==> config.mk <==
export PLATFORM = sky130hd
export DESIGN_NAME = manycore_fifo_bridge
export DESIGN_NICKNAME = d
export VERILOG_FILES = /design/src/source/mc_link_pkg.sv /design/src/source/host_reg_pkg.sv /design/src/source/link_fifo.sv /design/src/source/host_register_decode.sv /design/src/source/endpoint_to_fifos.sv /design/src/source/manycore_fifo_bridge.sv
export SDC_FILE = /design/constraint.sdc
export NUM_CORES = 1
export LEC_CHECK = 0
export ABC_CLOCK_PERIOD_IN_PS = 17400
export BUFFER_PORTS_ARGS = -buffer_cell sky130_fd_sc_hd__buf_2
export CORE_MARGIN = 2
export CORE_UTILIZATION = 65
export CTS_CLUSTER_SIZE = 8
export DETAILED_ROUTE_END_ITERATION = 10
export GPL_TIMING_DRIVEN = 0
export PLACE_DENSITY_LB_ADDON = 0.05
export RECOVER_POWER = 50
export SYNTH_ARGS = -nofsm -noshare
export SYNTH_HDL_FRONTEND = slang
export SYNTH_HIERARCHICAL = 1
export SYNTH_SLANG_ARGS = --single-unit
==> constraint.sdc <==
create_clock -name clk_i -period 17.4 [get_ports clk_i]
set_input_delay 3.48 -clock clk_i [delete_from_list [all_inputs] [get_ports clk_i]]
set_output_delay 3.48 -clock clk_i [all_outputs]
set_load 0.005 [all_outputs]
==> src/source/mc_link_pkg.sv <==
`default_nettype none

package mc_link_pkg;

  localparam int link_width_gp = 64;
  localparam int cord_width_gp = 4;

  typedef enum logic {
    e_kind_req = 1'b0
    , e_kind_rsp = 1'b1
  } mc_kind_e;

  // Request as issued by a core or the host
  typedef struct packed {
    mc_kind_e                 kind;
    logic [2:0]               opcode;
    logic [cord_width_gp-1:0] src_x;
    logic [cord_width_gp-1:0] src_y;
    logic [19:0]              addr;
    logic [31:0]              data;
  } mc_req_packet_s;

  typedef struct packed {
    mc_kind_e                 kind;
    logic [2:0]               opcode;
    logic [cord_width_gp-1:0] dst_x;
    logic [cord_width_gp-1:0] dst_y;
    logic [19:0]              pad;
    logic [31:0]              data;
  } mc_rsp_packet_s;

  // Kind bit is the MSB in both views
  typedef union packed {
    mc_req_packet_s req;
    mc_rsp_packet_s rsp;
  } mc_link_packet_u;

endpackage

`default_nettype wire

==> src/source/host_reg_pkg.sv <==
`default_nettype none

package host_reg_pkg;

  localparam int dev_addr_width_gp = 20;
  localparam int dword_width_gp    = 64;
  localparam int reg_els_gp        = 9;

  typedef enum logic [3:0] {
    e_bp_req_fifo          = 4'd0
    , e_bp_req_credits     = 4'd1
    , e_mc_rsp_fifo        = 4'd2
    , e_mc_rsp_entries     = 4'd3
    , e_mc_req_fifo        = 4'd4
    , e_mc_req_entries     = 4'd5
    , e_bp_rsp_fifo        = 4'd6
    , e_bp_rsp_credits     = 4'd7
    , e_endpoint_credits   = 4'd8
  } host_reg_e;

  // Index 0 is the rightmost entry
  localparam logic [reg_els_gp-1:0][dev_addr_width_gp-1:0] reg_base_addr_gp = {
    20'h0_9000, 20'h0_8000, 20'h0_7000, 20'h0_6000, 20'h0_5000
    , 20'h0_4000, 20'h0_3000, 20'h0_2000, 20'h0_1000
  };

endpackage

`default_nettype wire

==> src/source/link_fifo.sv <==
`timescale 1ns/1ps
`default_nettype none

module link_fifo
  #(parameter int width_p = 64
    , parameter int els_p = 4
    , localparam int ptr_width_lp = (els_p > 1) ? $clog2(els_p) : 1
    )
  (input wire                  clk_i
   , input wire                reset_i

   , input wire [width_p-1:0]  data_i
   , input wire                v_i
   , output logic              ready_and_o

   , output logic [width_p-1:0] data_o
   , output logic               v_o
   , input wire                 yumi_i
   );

  logic [els_p-1:0][width_p-1:0] mem_r;
  logic [ptr_width_lp-1:0]       rptr_r, wptr_r, rptr_n, wptr_n;
  logic                          full_r, full_n;
  logic                          ready_r;
  logic                          push, pop;

  // Push and pop together are allowed when full
  assign ready_and_o = ready_r | yumi_i;
  assign push = v_i & ready_and_o;
  assign pop  = yumi_i;

  assign rptr_n = pop
    ? ((rptr_r == ptr_width_lp'(els_p-1)) ? '0 : rptr_r + ptr_width_lp'(1)) : rptr_r;
  assign wptr_n = push
    ? ((wptr_r == ptr_width_lp'(els_p-1)) ? '0 : wptr_r + ptr_width_lp'(1)) : wptr_r;

  always_comb begin
    full_n = full_r;
    if (push && !pop) begin
      full_n = (wptr_n == rptr_r);
    end else if (pop && !push) begin
      full_n = 1'b0;
    end
  end

  always_ff @(posedge clk_i) begin
    if (reset_i) begin
      rptr_r  <= '0;
      wptr_r  <= '0;
      full_r  <= 1'b0;
      ready_r <= 1'b0; // Held low until out of reset
    end else begin
      rptr_r  <= rptr_n;
      wptr_r  <= wptr_n;
      full_r  <= full_n;
      ready_r <= ~full_n;
    end
  end

  always_ff @(posedge clk_i) begin
    if (push) begin
      mem_r[wptr_r] <= data_i;
    end
  end

  assign v_o    = full_r | (rptr_r != wptr_r);
  assign data_o = mem_r[rptr_r];

endmodule

`default_nettype wire

==> src/source/host_register_decode.sv <==
`timescale 1ns/1ps
`default_nettype none

module host_register_decode
  import host_reg_pkg::*;
  (input wire                                             clk_i
   , input wire                                           reset_i

   , input wire                                           mem_fwd_v_i
   , input wire                                           mem_fwd_we_i
   , input wire [dev_addr_width_gp-1:0]                   mem_fwd_addr_i
   , input wire [dword_width_gp-1:0]                      mem_fwd_data_i
   , output logic                                         mem_fwd_ready_and_o

   , output logic                                         mem_rev_v_o
   , output logic [dword_width_gp-1:0]                    mem_rev_data_o
   , input wire                                           mem_rev_ready_and_i

   , output logic [reg_els_gp-1:0]                        r_v_o
   , output logic [reg_els_gp-1:0]                        w_v_o
   , output logic [dword_width_gp-1:0]                    data_o
   , input wire [reg_els_gp-1:0][dword_width_gp-1:0]      data_i
   );

  logic                      accept;
  logic [reg_els_gp-1:0]     hit;
  logic [dword_width_gp-1:0] rd_sel;
  logic                      rev_v_r;
  logic [dword_width_gp-1:0] rev_data_r;

  // One command in flight at a time
  assign mem_fwd_ready_and_o = ~rev_v_r;
  assign accept = mem_fwd_v_i & mem_fwd_ready_and_o;

  always_comb begin
    for (int i = 0; i < reg_els_gp; i++) begin
      hit[i] = (mem_fwd_addr_i == reg_base_addr_gp[i]);
    end
  end

  assign r_v_o  = {reg_els_gp{accept & ~mem_fwd_we_i}} & hit;
  assign w_v_o  = {reg_els_gp{accept &  mem_fwd_we_i}} & hit;
  assign data_o = mem_fwd_data_i;

  // Unmapped offsets fall through as zero
  always_comb begin
    rd_sel = '0;
    for (int i = 0; i < reg_els_gp; i++) begin
      if (hit[i]) begin
        rd_sel = data_i[i];
      end
    end
  end

  always_ff @(posedge clk_i) begin
    if (reset_i) begin
      rev_v_r <= 1'b0;
    end else if (accept) begin
      rev_v_r <= 1'b1;
    end else if (mem_rev_ready_and_i) begin
      rev_v_r <= 1'b0; // Response taken
    end
  end

  always_ff @(posedge clk_i) begin
    if (accept) begin
      rev_data_r <= mem_fwd_we_i ? '0 : rd_sel; // Writes answer with zero
    end
  end

  assign mem_rev_v_o    = rev_v_r;
  assign mem_rev_data_o = rev_data_r;

endmodule

`default_nettype wire

==> src/source/endpoint_to_fifos.sv <==
`timescale 1ns/1ps
`default_nettype none

module endpoint_to_fifos
  import mc_link_pkg::*;
  #(parameter int ep_fifo_els_p = 4
    , parameter int max_credits_p = 3
    , localparam int credit_width_lp = $clog2(max_credits_p+1)
    )
  (input wire                          clk_i
   , input wire                        reset_i

   , input wire [link_width_gp-1:0]    host_req_i
   , input wire                        host_req_v_i
   , output logic                      host_req_ready_o

   , input wire [link_width_gp-1:0]    host_rsp_i
   , input wire                        host_rsp_v_i
   , output logic                      host_rsp_ready_o

   , output logic [link_width_gp-1:0]  mc_req_o
   , output logic                      mc_req_v_o
   , input wire                        mc_req_yumi_i

   , output logic [link_width_gp-1:0]  mc_rsp_o
   , output logic                      mc_rsp_v_o
   , input wire                        mc_rsp_yumi_i

   , input wire                        link_v_i
   , input wire [link_width_gp-1:0]    link_data_i
   , output logic                      link_ready_o

   , output logic                      link_v_o
   , output logic [link_width_gp-1:0]  link_data_o
   , input wire                        link_ready_i

   , input wire [cord_width_gp-1:0]    global_x_i
   , input wire [cord_width_gp-1:0]    global_y_i

   , output logic [credit_width_lp-1:0] credits_used_o
   );

  mc_link_packet_u            out_req_pkt, stamped_req, in_pkt;
  logic [link_width_gp-1:0]   out_rsp_data;
  logic                       out_req_v, out_rsp_v, out_req_yumi, out_rsp_yumi;
  logic                       sel_rsp, send_req, credits_ok, req_lock_r;
  logic                       in_is_rsp, in_req_ready, in_rsp_ready;
  logic                       credit_inc, credit_dec;
  logic [credit_width_lp-1:0] credits_r;

  link_fifo #(.width_p(link_width_gp), .els_p(ep_fifo_els_p)) out_req_fifo
    (.clk_i(clk_i), .reset_i(reset_i)
     ,.data_i(host_req_i), .v_i(host_req_v_i), .ready_and_o(host_req_ready_o)
     ,.data_o(out_req_pkt), .v_o(out_req_v), .yumi_i(out_req_yumi)
     );

  link_fifo #(.width_p(link_width_gp), .els_p(ep_fifo_els_p)) out_rsp_fifo
    (.clk_i(clk_i), .reset_i(reset_i)
     ,.data_i(host_rsp_i), .v_i(host_rsp_v_i), .ready_and_o(host_rsp_ready_o)
     ,.data_o(out_rsp_data), .v_o(out_rsp_v), .yumi_i(out_rsp_yumi)
     );

  // Local coordinates go into every outbound request
  always_comb begin
    stamped_req = out_req_pkt;
    stamped_req.req.src_x = global_x_i;
    stamped_req.req.src_y = global_y_i;
  end

  // Responses first, unless a stalled request already owns the link
  assign credits_ok = (credits_r < credit_width_lp'(max_credits_p));
  assign sel_rsp    = out_rsp_v & ~req_lock_r;
  assign send_req   = ~sel_rsp & out_req_v & credits_ok;

  assign link_v_o     = sel_rsp | send_req;
  assign out_rsp_yumi = sel_rsp & link_ready_i;
  assign out_req_yumi = send_req & link_ready_i;

  always_comb begin
    if (sel_rsp) begin
      link_data_o = out_rsp_data; // Verbatim
    end else begin
      link_data_o = stamped_req;
    end
  end

  always_ff @(posedge clk_i) begin
    if (reset_i) begin
      req_lock_r <= 1'b0;
    end else begin
      req_lock_r <= send_req & ~link_ready_i;
    end
  end

  // Inbound steering by kind
  assign in_pkt       = link_data_i;
  assign in_is_rsp    = (in_pkt.rsp.kind == e_kind_rsp);
  assign link_ready_o = in_is_rsp ? in_rsp_ready : in_req_ready;

  link_fifo #(.width_p(link_width_gp), .els_p(ep_fifo_els_p)) in_req_fifo
    (.clk_i(clk_i), .reset_i(reset_i)
     ,.data_i(link_data_i), .v_i(link_v_i & ~in_is_rsp), .ready_and_o(in_req_ready)
     ,.data_o(mc_req_o), .v_o(mc_req_v_o), .yumi_i(mc_req_yumi_i)
     );

  link_fifo #(.width_p(link_width_gp), .els_p(ep_fifo_els_p)) in_rsp_fifo
    (.clk_i(clk_i), .reset_i(reset_i)
     ,.data_i(link_data_i), .v_i(link_v_i & in_is_rsp), .ready_and_o(in_rsp_ready)
     ,.data_o(mc_rsp_o), .v_o(mc_rsp_v_o), .yumi_i(mc_rsp_yumi_i)
     );

  assign credit_inc = out_req_yumi;
  assign credit_dec = link_v_i & in_is_rsp & in_rsp_ready & (credits_r != '0);

  always_ff @(posedge clk_i) begin
    if (reset_i) begin
      credits_r <= '0;
    end else begin
      credits_r <= credits_r + credit_width_lp'(credit_inc) - credit_width_lp'(credit_dec);
    end
  end

  assign credits_used_o = credits_r;

endmodule

`default_nettype wire

==> src/source/manycore_fifo_bridge.sv <==
`timescale 1ns/1ps
`default_nettype none

module manycore_fifo_bridge
  import mc_link_pkg::*;
  import host_reg_pkg::*;
  #(parameter int ep_fifo_els_p = 4
    , parameter int max_credits_p = 3
    )
  (input wire                           clk_i
   , input wire                         reset_i

   , input wire                         mem_fwd_v_i
   , input wire                         mem_fwd_we_i
   , input wire [dev_addr_width_gp-1:0] mem_fwd_addr_i
   , input wire [dword_width_gp-1:0]    mem_fwd_data_i
   , output logic                       mem_fwd_ready_and_o

   , output logic                       mem_rev_v_o
   , output logic [dword_width_gp-1:0]  mem_rev_data_o
   , input wire                         mem_rev_ready_and_i

   , input wire                         link_v_i
   , input wire [link_width_gp-1:0]     link_data_i
   , output logic                       link_ready_o

   , output logic                       link_v_o
   , output logic [link_width_gp-1:0]   link_data_o
   , input wire                         link_ready_i

   , input wire [cord_width_gp-1:0]     global_x_i
   , input wire [cord_width_gp-1:0]     global_y_i
   );

  localparam int credit_width_lp = $clog2(max_credits_p+1);

  logic [reg_els_gp-1:0]                     r_v_lo, w_v_lo;
  logic [dword_width_gp-1:0]                 data_lo;
  logic [reg_els_gp-1:0][dword_width_gp-1:0] data_li;
  logic                                      mc_req_pop_r, mc_rsp_pop_r;
  logic [link_width_gp-1:0]                  mc_req_lo, mc_rsp_lo;
  logic                                      mc_req_v_lo, mc_rsp_v_lo;
  logic                                      host_req_ready_lo, host_rsp_ready_lo;
  logic [credit_width_lp-1:0]                credits_used_lo;

  host_register_decode i_decode
    (.clk_i(clk_i), .reset_i(reset_i)
     ,.mem_fwd_v_i(mem_fwd_v_i), .mem_fwd_we_i(mem_fwd_we_i)
     ,.mem_fwd_addr_i(mem_fwd_addr_i), .mem_fwd_data_i(mem_fwd_data_i)
     ,.mem_fwd_ready_and_o(mem_fwd_ready_and_o)
     ,.mem_rev_v_o(mem_rev_v_o), .mem_rev_data_o(mem_rev_data_o)
     ,.mem_rev_ready_and_i(mem_rev_ready_and_i)
     ,.r_v_o(r_v_lo), .w_v_o(w_v_lo), .data_o(data_lo), .data_i(data_li)
     );

  // Pop one cycle after the read samples the head
  always_ff @(posedge clk_i) begin
    if (reset_i) begin
      mc_req_pop_r <= 1'b0;
      mc_rsp_pop_r <= 1'b0;
    end else begin
      mc_req_pop_r <= r_v_lo[e_mc_req_fifo];
      mc_rsp_pop_r <= r_v_lo[e_mc_rsp_fifo];
    end
  end

  endpoint_to_fifos
    #(.ep_fifo_els_p(ep_fifo_els_p), .max_credits_p(max_credits_p))
    i_endpoint
    (.clk_i(clk_i), .reset_i(reset_i)
     ,.host_req_i(data_lo), .host_req_v_i(w_v_lo[e_bp_req_fifo])
     ,.host_req_ready_o(host_req_ready_lo)
     ,.host_rsp_i(data_lo), .host_rsp_v_i(w_v_lo[e_bp_rsp_fifo])
     ,.host_rsp_ready_o(host_rsp_ready_lo)
     ,.mc_req_o(mc_req_lo), .mc_req_v_o(mc_req_v_lo)
     ,.mc_req_yumi_i(mc_req_pop_r & mc_req_v_lo) // Empty reads pop nothing
     ,.mc_rsp_o(mc_rsp_lo), .mc_rsp_v_o(mc_rsp_v_lo)
     ,.mc_rsp_yumi_i(mc_rsp_pop_r & mc_rsp_v_lo)
     ,.link_v_i(link_v_i), .link_data_i(link_data_i), .link_ready_o(link_ready_o)
     ,.link_v_o(link_v_o), .link_data_o(link_data_o), .link_ready_i(link_ready_i)
     ,.global_x_i(global_x_i), .global_y_i(global_y_i)
     ,.credits_used_o(credits_used_lo)
     );

  assign data_li[e_bp_req_fifo]      = '0; // Write only
  assign data_li[e_bp_req_credits]   = dword_width_gp'(host_req_ready_lo);
  assign data_li[e_mc_rsp_fifo]      = mc_rsp_lo;
  assign data_li[e_mc_rsp_entries]   = dword_width_gp'(mc_rsp_v_lo);
  assign data_li[e_mc_req_fifo]      = mc_req_lo;
  assign data_li[e_mc_req_entries]   = dword_width_gp'(mc_req_v_lo);
  assign data_li[e_bp_rsp_fifo]      = '0; // Write only
  assign data_li[e_bp_rsp_credits]   = dword_width_gp'(host_rsp_ready_lo);
  assign data_li[e_endpoint_credits] = dword_width_gp'(credits_used_lo);

endmodule

`default_nettype wire

==> After elaboration in Yosys (flattened, before gate mapping) <==
Cells that the tools add are included.
{ "word_totals": {"regBits": 1118, "inputBits": 163, "word_cells": 201} }
{ "classes": {"addsub": 10, "magnitude_cmp": 13, "eq_ne": 25, "mux": 52, "bitwise_logic": 39, "n_reduce_logical": 23} }
{ "ops": {"columns": ["operator", "count"], "rows": [
  ["256-bit bitwise mux", 4],
  ["64-bit two-way mux", 12],
  ["64-bit binary-select mux with 2-bit select", 4],
  ["64-bit demux with 2-bit select", 4],
  ["20-bit by 15-bit == test with 1-bit output, second input constant", 4],
  ["20-bit by 14-bit == test with 1-bit output, second input constant", 2],
  ["20-bit by 16-bit == test with 1-bit output, second input constant", 2],
  ["2-bit two-way mux", 16],
  ["2-bit by 3-bit < comparator with 1-bit output, second input constant", 8],
  ["20-bit by 13-bit == test with 1-bit output, second input constant", 1],
  ["1-bit AND", 18],
  ["2-bit by 1-bit adder with 2-bit output, second input constant", 8],
  ["2-bit == test, second input constant", 8],
  ["1-bit logical AND", 12],
  ["1-bit two-way mux", 12],
  ["1-bit NOT", 10],
  ["1-bit OR", 9],
  ["2-bit == test", 4],
  ["2-bit by 1-bit >= comparator with 1-bit output, second input constant", 4],
  ["1-bit logical NOT", 8],
  ["2-bit != test", 4],
  ["7-bit AND", 1],
  ["5-bit AND", 1],
  ["5-bit OR reduction", 1],
  ["4 further kinds", 5]
]} }

==> Depth between registers and ports, before layout <==
{ "logic_depth": {"word_depth": 16, "ltp_mapped": 13} }

==> By module <==
Netlist, hierarchy kept.
{ "by_module_without_submodules": {"columns": ["module", "n_inst", "cells_per_inst", "area_each_um2", "seq_area_each_um2"], "rows": [
  ["link_fifo", 4, 377, 9640.5, 7807.5],
  ["host_register_decode", 1, 1045, 8336.7, 1941.9],
  ["endpoint_to_fifos", 1, 92, 1136.1, 60.1],
  ["manycore_fifo_bridge", 1, 7, 68.8, 40.0]
]} }

==> Worst setup path before layout <==
No wires, ideal clock.
{ "synth_path": {"kind": "input to register", "startpoint": "input port mem_fwd_v_i", "endpoint": "register i_endpoint/out_req_fifo/mem_r[0] in the netlist's numbering (enable)", "arrival_ns": 8.853, "required_time_ns": 16.971, "setup_slack_ns": 8.118, "stages": 5, "path_buffers": 0, "path_cell_list": "nor2b_1 nand3_1 nor2_1 o21a_4 and2_1"} }
{ "synth_via": {"elab_chain_cells": 4} }
{ "synth_rtl": {"columns": ["item", "line", "source"], "rows": [
  ["from (decl)", "manycore_fifo_bridge.sv:13", ", input wire mem_fwd_v_i"],
  ["1-bit AND", "host_register_decode.sv:33", "assign accept = mem_fwd_v_i & mem_fwd_ready_and_o;"],
  ["1-bit AND", "host_register_decode.sv:42", "assign w_v_o = {reg_els_gp{accept & mem_fwd_we_i}} & hit;"],
  ["7-bit AND", "host_register_decode.sv:42", null],
  ["named net w_v_lo[0]", "manycore_fifo_bridge.sv:37", "logic [reg_els_gp-1:0] r_v_lo, w_v_lo;"],
  ["1-bit AND", "link_fifo.sv:29", "assign push = v_i & ready_and_o;"],
  ["to (signal, indexed assignment)", "link_fifo.sv:62", "mem_r[wptr_r] <= data_i;"],
  ["to (decl)", "link_fifo.sv:21", "logic [els_p-1:0][width_p-1:0] mem_r;"]
]} }
The timed path passes the listed nets, and every way through them passes these cells.
A chain may end at the register's enable or synchronous reset.

==> Worst setup path in the final report <==
{ "layout_path": {"startpoint": "input port mem_fwd_v_i", "endpoint": "register i_endpoint/out_rsp_fifo/mem_r[18] in the netlist's numbering (enable)"} }
{ "layout_via": {"elab_chain_cells": 4} }
{ "layout_rtl": {"columns": ["item", "line", "source"], "rows": [
  ["1-bit AND", "host_register_decode.sv:33", null],
  ["named net i_decode.accept", "host_register_decode.sv:25", "logic accept;"],
  ["1-bit AND", "host_register_decode.sv:42", null],
  ["7-bit AND", "host_register_decode.sv:42", null],
  ["named net w_v_lo[6]", "manycore_fifo_bridge.sv:37", null],
  ["1-bit AND", "link_fifo.sv:29", null],
  ["to (signal, indexed assignment)", "link_fifo.sv:62", null],
  ["to (decl)", "link_fifo.sv:21", null]
]} }
The timed path passes the listed nets, and every way through them passes these cells.

==> results.txt <==
Clock Tree Root: clkbuf_16
Worst skew pair latency: 0.73 ns
Largest net degree at the start of global routing: 51
Relative slew slack: -0.825
Number of max-cap violations: 7
Min-delay src: i_endpoint/in_req_fifo/full_r$_SDFF_PP0_
CP Cell Sequence: clkbuf_1, nor2b_1, clkbuf_1, clkbuf_1, nand3_1, nor2_1, o21a_4, and2_4, buf_16
Final period util: 0.496
Fin. Hold Viols: 0
Crit end category: register
RSZ-0062 raised after global routing: false
Final RePlAce weighted congestion: 0.971
Maximum vdd ir drop: 0.000129 V
Tot Pwr: 5.75 mW
# rows: 98
DP Wirelength: 82,400 um
Starting DRC count in detailed routing: 3,327
Max Slew Vio Count: 196
Die width: 273 um
Max incr delay on CP: 1.57 ns
TritonRoute pass-1 iters: 5
Hold_buf cts: 0
Port Buf Inserts: 229
Vias in the first global route: 28,700
DR WL/cell: 29.6 um
Crit path max-delay family: buffers and inverters
Total gr overflow: 0
Core area: 0.0715 sq mm
Cells after synthesis: 2,593
Kind of critical path: input port to register
Mean post-synth cell area: 18.1 sq um
Req. time, crit path: 17.76 ns
Failing checks: max-capacitance violations, max-slew violations
Area of the die: 0.0743 sq mm
CP arrival: 9.00 ns
Via/cell ratio: 6.33
Ports: 295
H-tree Lvls: 4
Startpoint Class: input port
Min-delay worst type: register to register
CP endpoint: i_endpoint/out_rsp_fifo/mem_r[18]$_DFFE_PP_
Flop-to-flop setup slack: 11.33 ns
Syn Std Cell Area: 0.0469 sq mm
Yosys warning count: 6
Setup TNS: 0 ns
DRC violations left: 0
CTS resizes: 0
Crit path max fanout: 48
CTS tree: done
Leakage Power: 18.6 nW
Total track usage: 0.363
Clock buffer depth: 3
FF-to-FF path depth: 8
Crit path top cell by count: clkbuf_1
Fraction of final layout cells sized beyond drive strength 1: 0.235
Hold path cells: 2
Via count: 28,500
RR Startpoint: i_decode/mem_rev_v_o$_SDFFE_PP0P_
Starting Density: 0.656
Antenna Nets Post-Route: 0
Power per cell area: 104 mW/mm^2
Number of post-CTS setup repair buffers: 0
Clock-pin slew on the worst setup and hold paths: 0.05 ns
First-pass GRT wire length: 192,000 um
Area Overhead vs Synth: 18.3%
Slew @ Worst Pin: 2.74 ns
WHS: 0.496 ns
Initial antenna violation count: 16
Fmax: 0.116 GHz
Pre-CTS WS: 9.64 ns
Setup crit start: mem_fwd_v_i
Final wirelength: 133,000 um
Fin crit period: 8.64 ns
Final setup violation count: 0
Outcome: finished with violations
Reg2reg end: i_endpoint/out_rsp_fifo/mem_r[18]$_DFFE_PP_
Die Span Y: 273 um
CP bufs+invs: 4
Setup WS post-layout: 8.76 ns
Final net count: 3,679
CTS Sinks: 1,086
Slowest-stage cell, CP: clkbuf_1
CTS buffer count: 153
Clk_skew: 0.0357 ns
Critical Path Stages: 9
-- worst min path at each step --
stage                                                            to  slack, ns
final                      i_endpoint/in_req_fifo/full_r$_SDFF_PP0_       0.50
after global routing      i_endpoint/out_rsp_fifo/full_r$_SDFF_PP0_       0.53
after CTS                  i_endpoint/in_req_fifo/full_r$_SDFF_PP0_       0.50
after detailed placement   i_endpoint/in_req_fifo/full_r$_SDFF_PP0_       0.49
after global placement    i_endpoint/out_req_fifo/full_r$_SDFF_PP0_       0.47
after floorplan            i_endpoint/in_req_fifo/full_r$_SDFF_PP0_       0.45
-- registers in the layout, indices dropped and copies added (netlist names), 2 cells and up --
signal / flops
i_decode/mem_rev_data_o: 64
i_endpoint/credits_used_o: 2
i_endpoint/in_req_fifo/mem_r: 256
i_endpoint/in_req_fifo/rptr_r: 2
i_endpoint/in_req_fifo/wptr_r: 2
i_endpoint/in_rsp_fifo/mem_r: 256
i_endpoint/in_rsp_fifo/rptr_r: 2
i_endpoint/in_rsp_fifo/wptr_r: 2
i_endpoint/out_req_fifo/mem_r: 224
i_endpoint/out_req_fifo/rptr_r: 2
i_endpoint/out_req_fifo/wptr_r: 2
i_endpoint/out_rsp_fifo/mem_r: 256
i_endpoint/out_rsp_fifo/rptr_r: 2
i_endpoint/out_rsp_fifo/wptr_r: 2
-- per-layer routing --
metal | wire (um) | track usage | part of all wire
met4 | 6380 | 0.179 | 0.048
met2 | 67900 | 0.614 | 0.51
met3 | 10700 | 0.0625 | 0.081
met1 | 48000 | 0.459 | 0.36
met5 | 93 | 0 | 0.00070
-- stage by stage --
stage / std cells / area [sq um] / utilization
2_1_floorplan: 3092 / 48800 / -
3_3_place_gp: 4271 / 51100 / 0.715
3_5_place_dp: 4289 / 51600 / 0.722
4_1_cts: 4478 / 55800 / 0.781
5_1_grt: 4486 / 55400 / 0.775
6_report: 4491 / 55400 / 0.776
-- cell usage in the layout, fill, tap and decap left out, drive strengths merged, types with 6 or more instances in the layout --
cell type and instances:
edfxtp 1056, conb 500, clkbuf 399, buf 289
mux4 248, nor2b 129, mux2 100, o22ai 80
a21oi 78, nand2 61, a22oi 59, a211oi 55
a221oi 54, a22o 44, nor2 41, o21ai 37
nor3 30, dfxtp 30, o221ai 22, ha 22
and2 22, mux2i 21, a2111oi 20, nand3 16
o22a 16, diode 13, xor2 12, inv 11
clkinv 8, or2 6, or3 6, a31o 6
-- cell type report --
type	count	area, sq um
clock buffers	180	3990
flip-flops and latches	1086	32300
plain buffers	261	1370
fillers	3920	16000
clock inverters	9	194
repair buffers	247	1500
diodes	13	32.5
multi-input cells	1735	14800
well taps	950	1190
inverters	10	37.5
-- worst register-to-register path: stages, from the launching register on --
cell and delay [ns]:
dfxtp_1 0.34, nor2b_1 0.68, clkbuf_1 1.43, clkbuf_1 1.58, nand3_1 0.19, nor2_1 0.48, o21a_4 0.27, and2_4 0.37
buf_16 0.34
-- power breakdown --
group          total, mW  switching [mW]  leakage [nW]  internal (mW)
logic              0.195           0.133          6.77         0.0618
clock network       2.65            1.06          2.03           1.60
registers           2.91         0.00789          9.81           2.90
No activity file was read; power rests on OpenSTA's default activity.
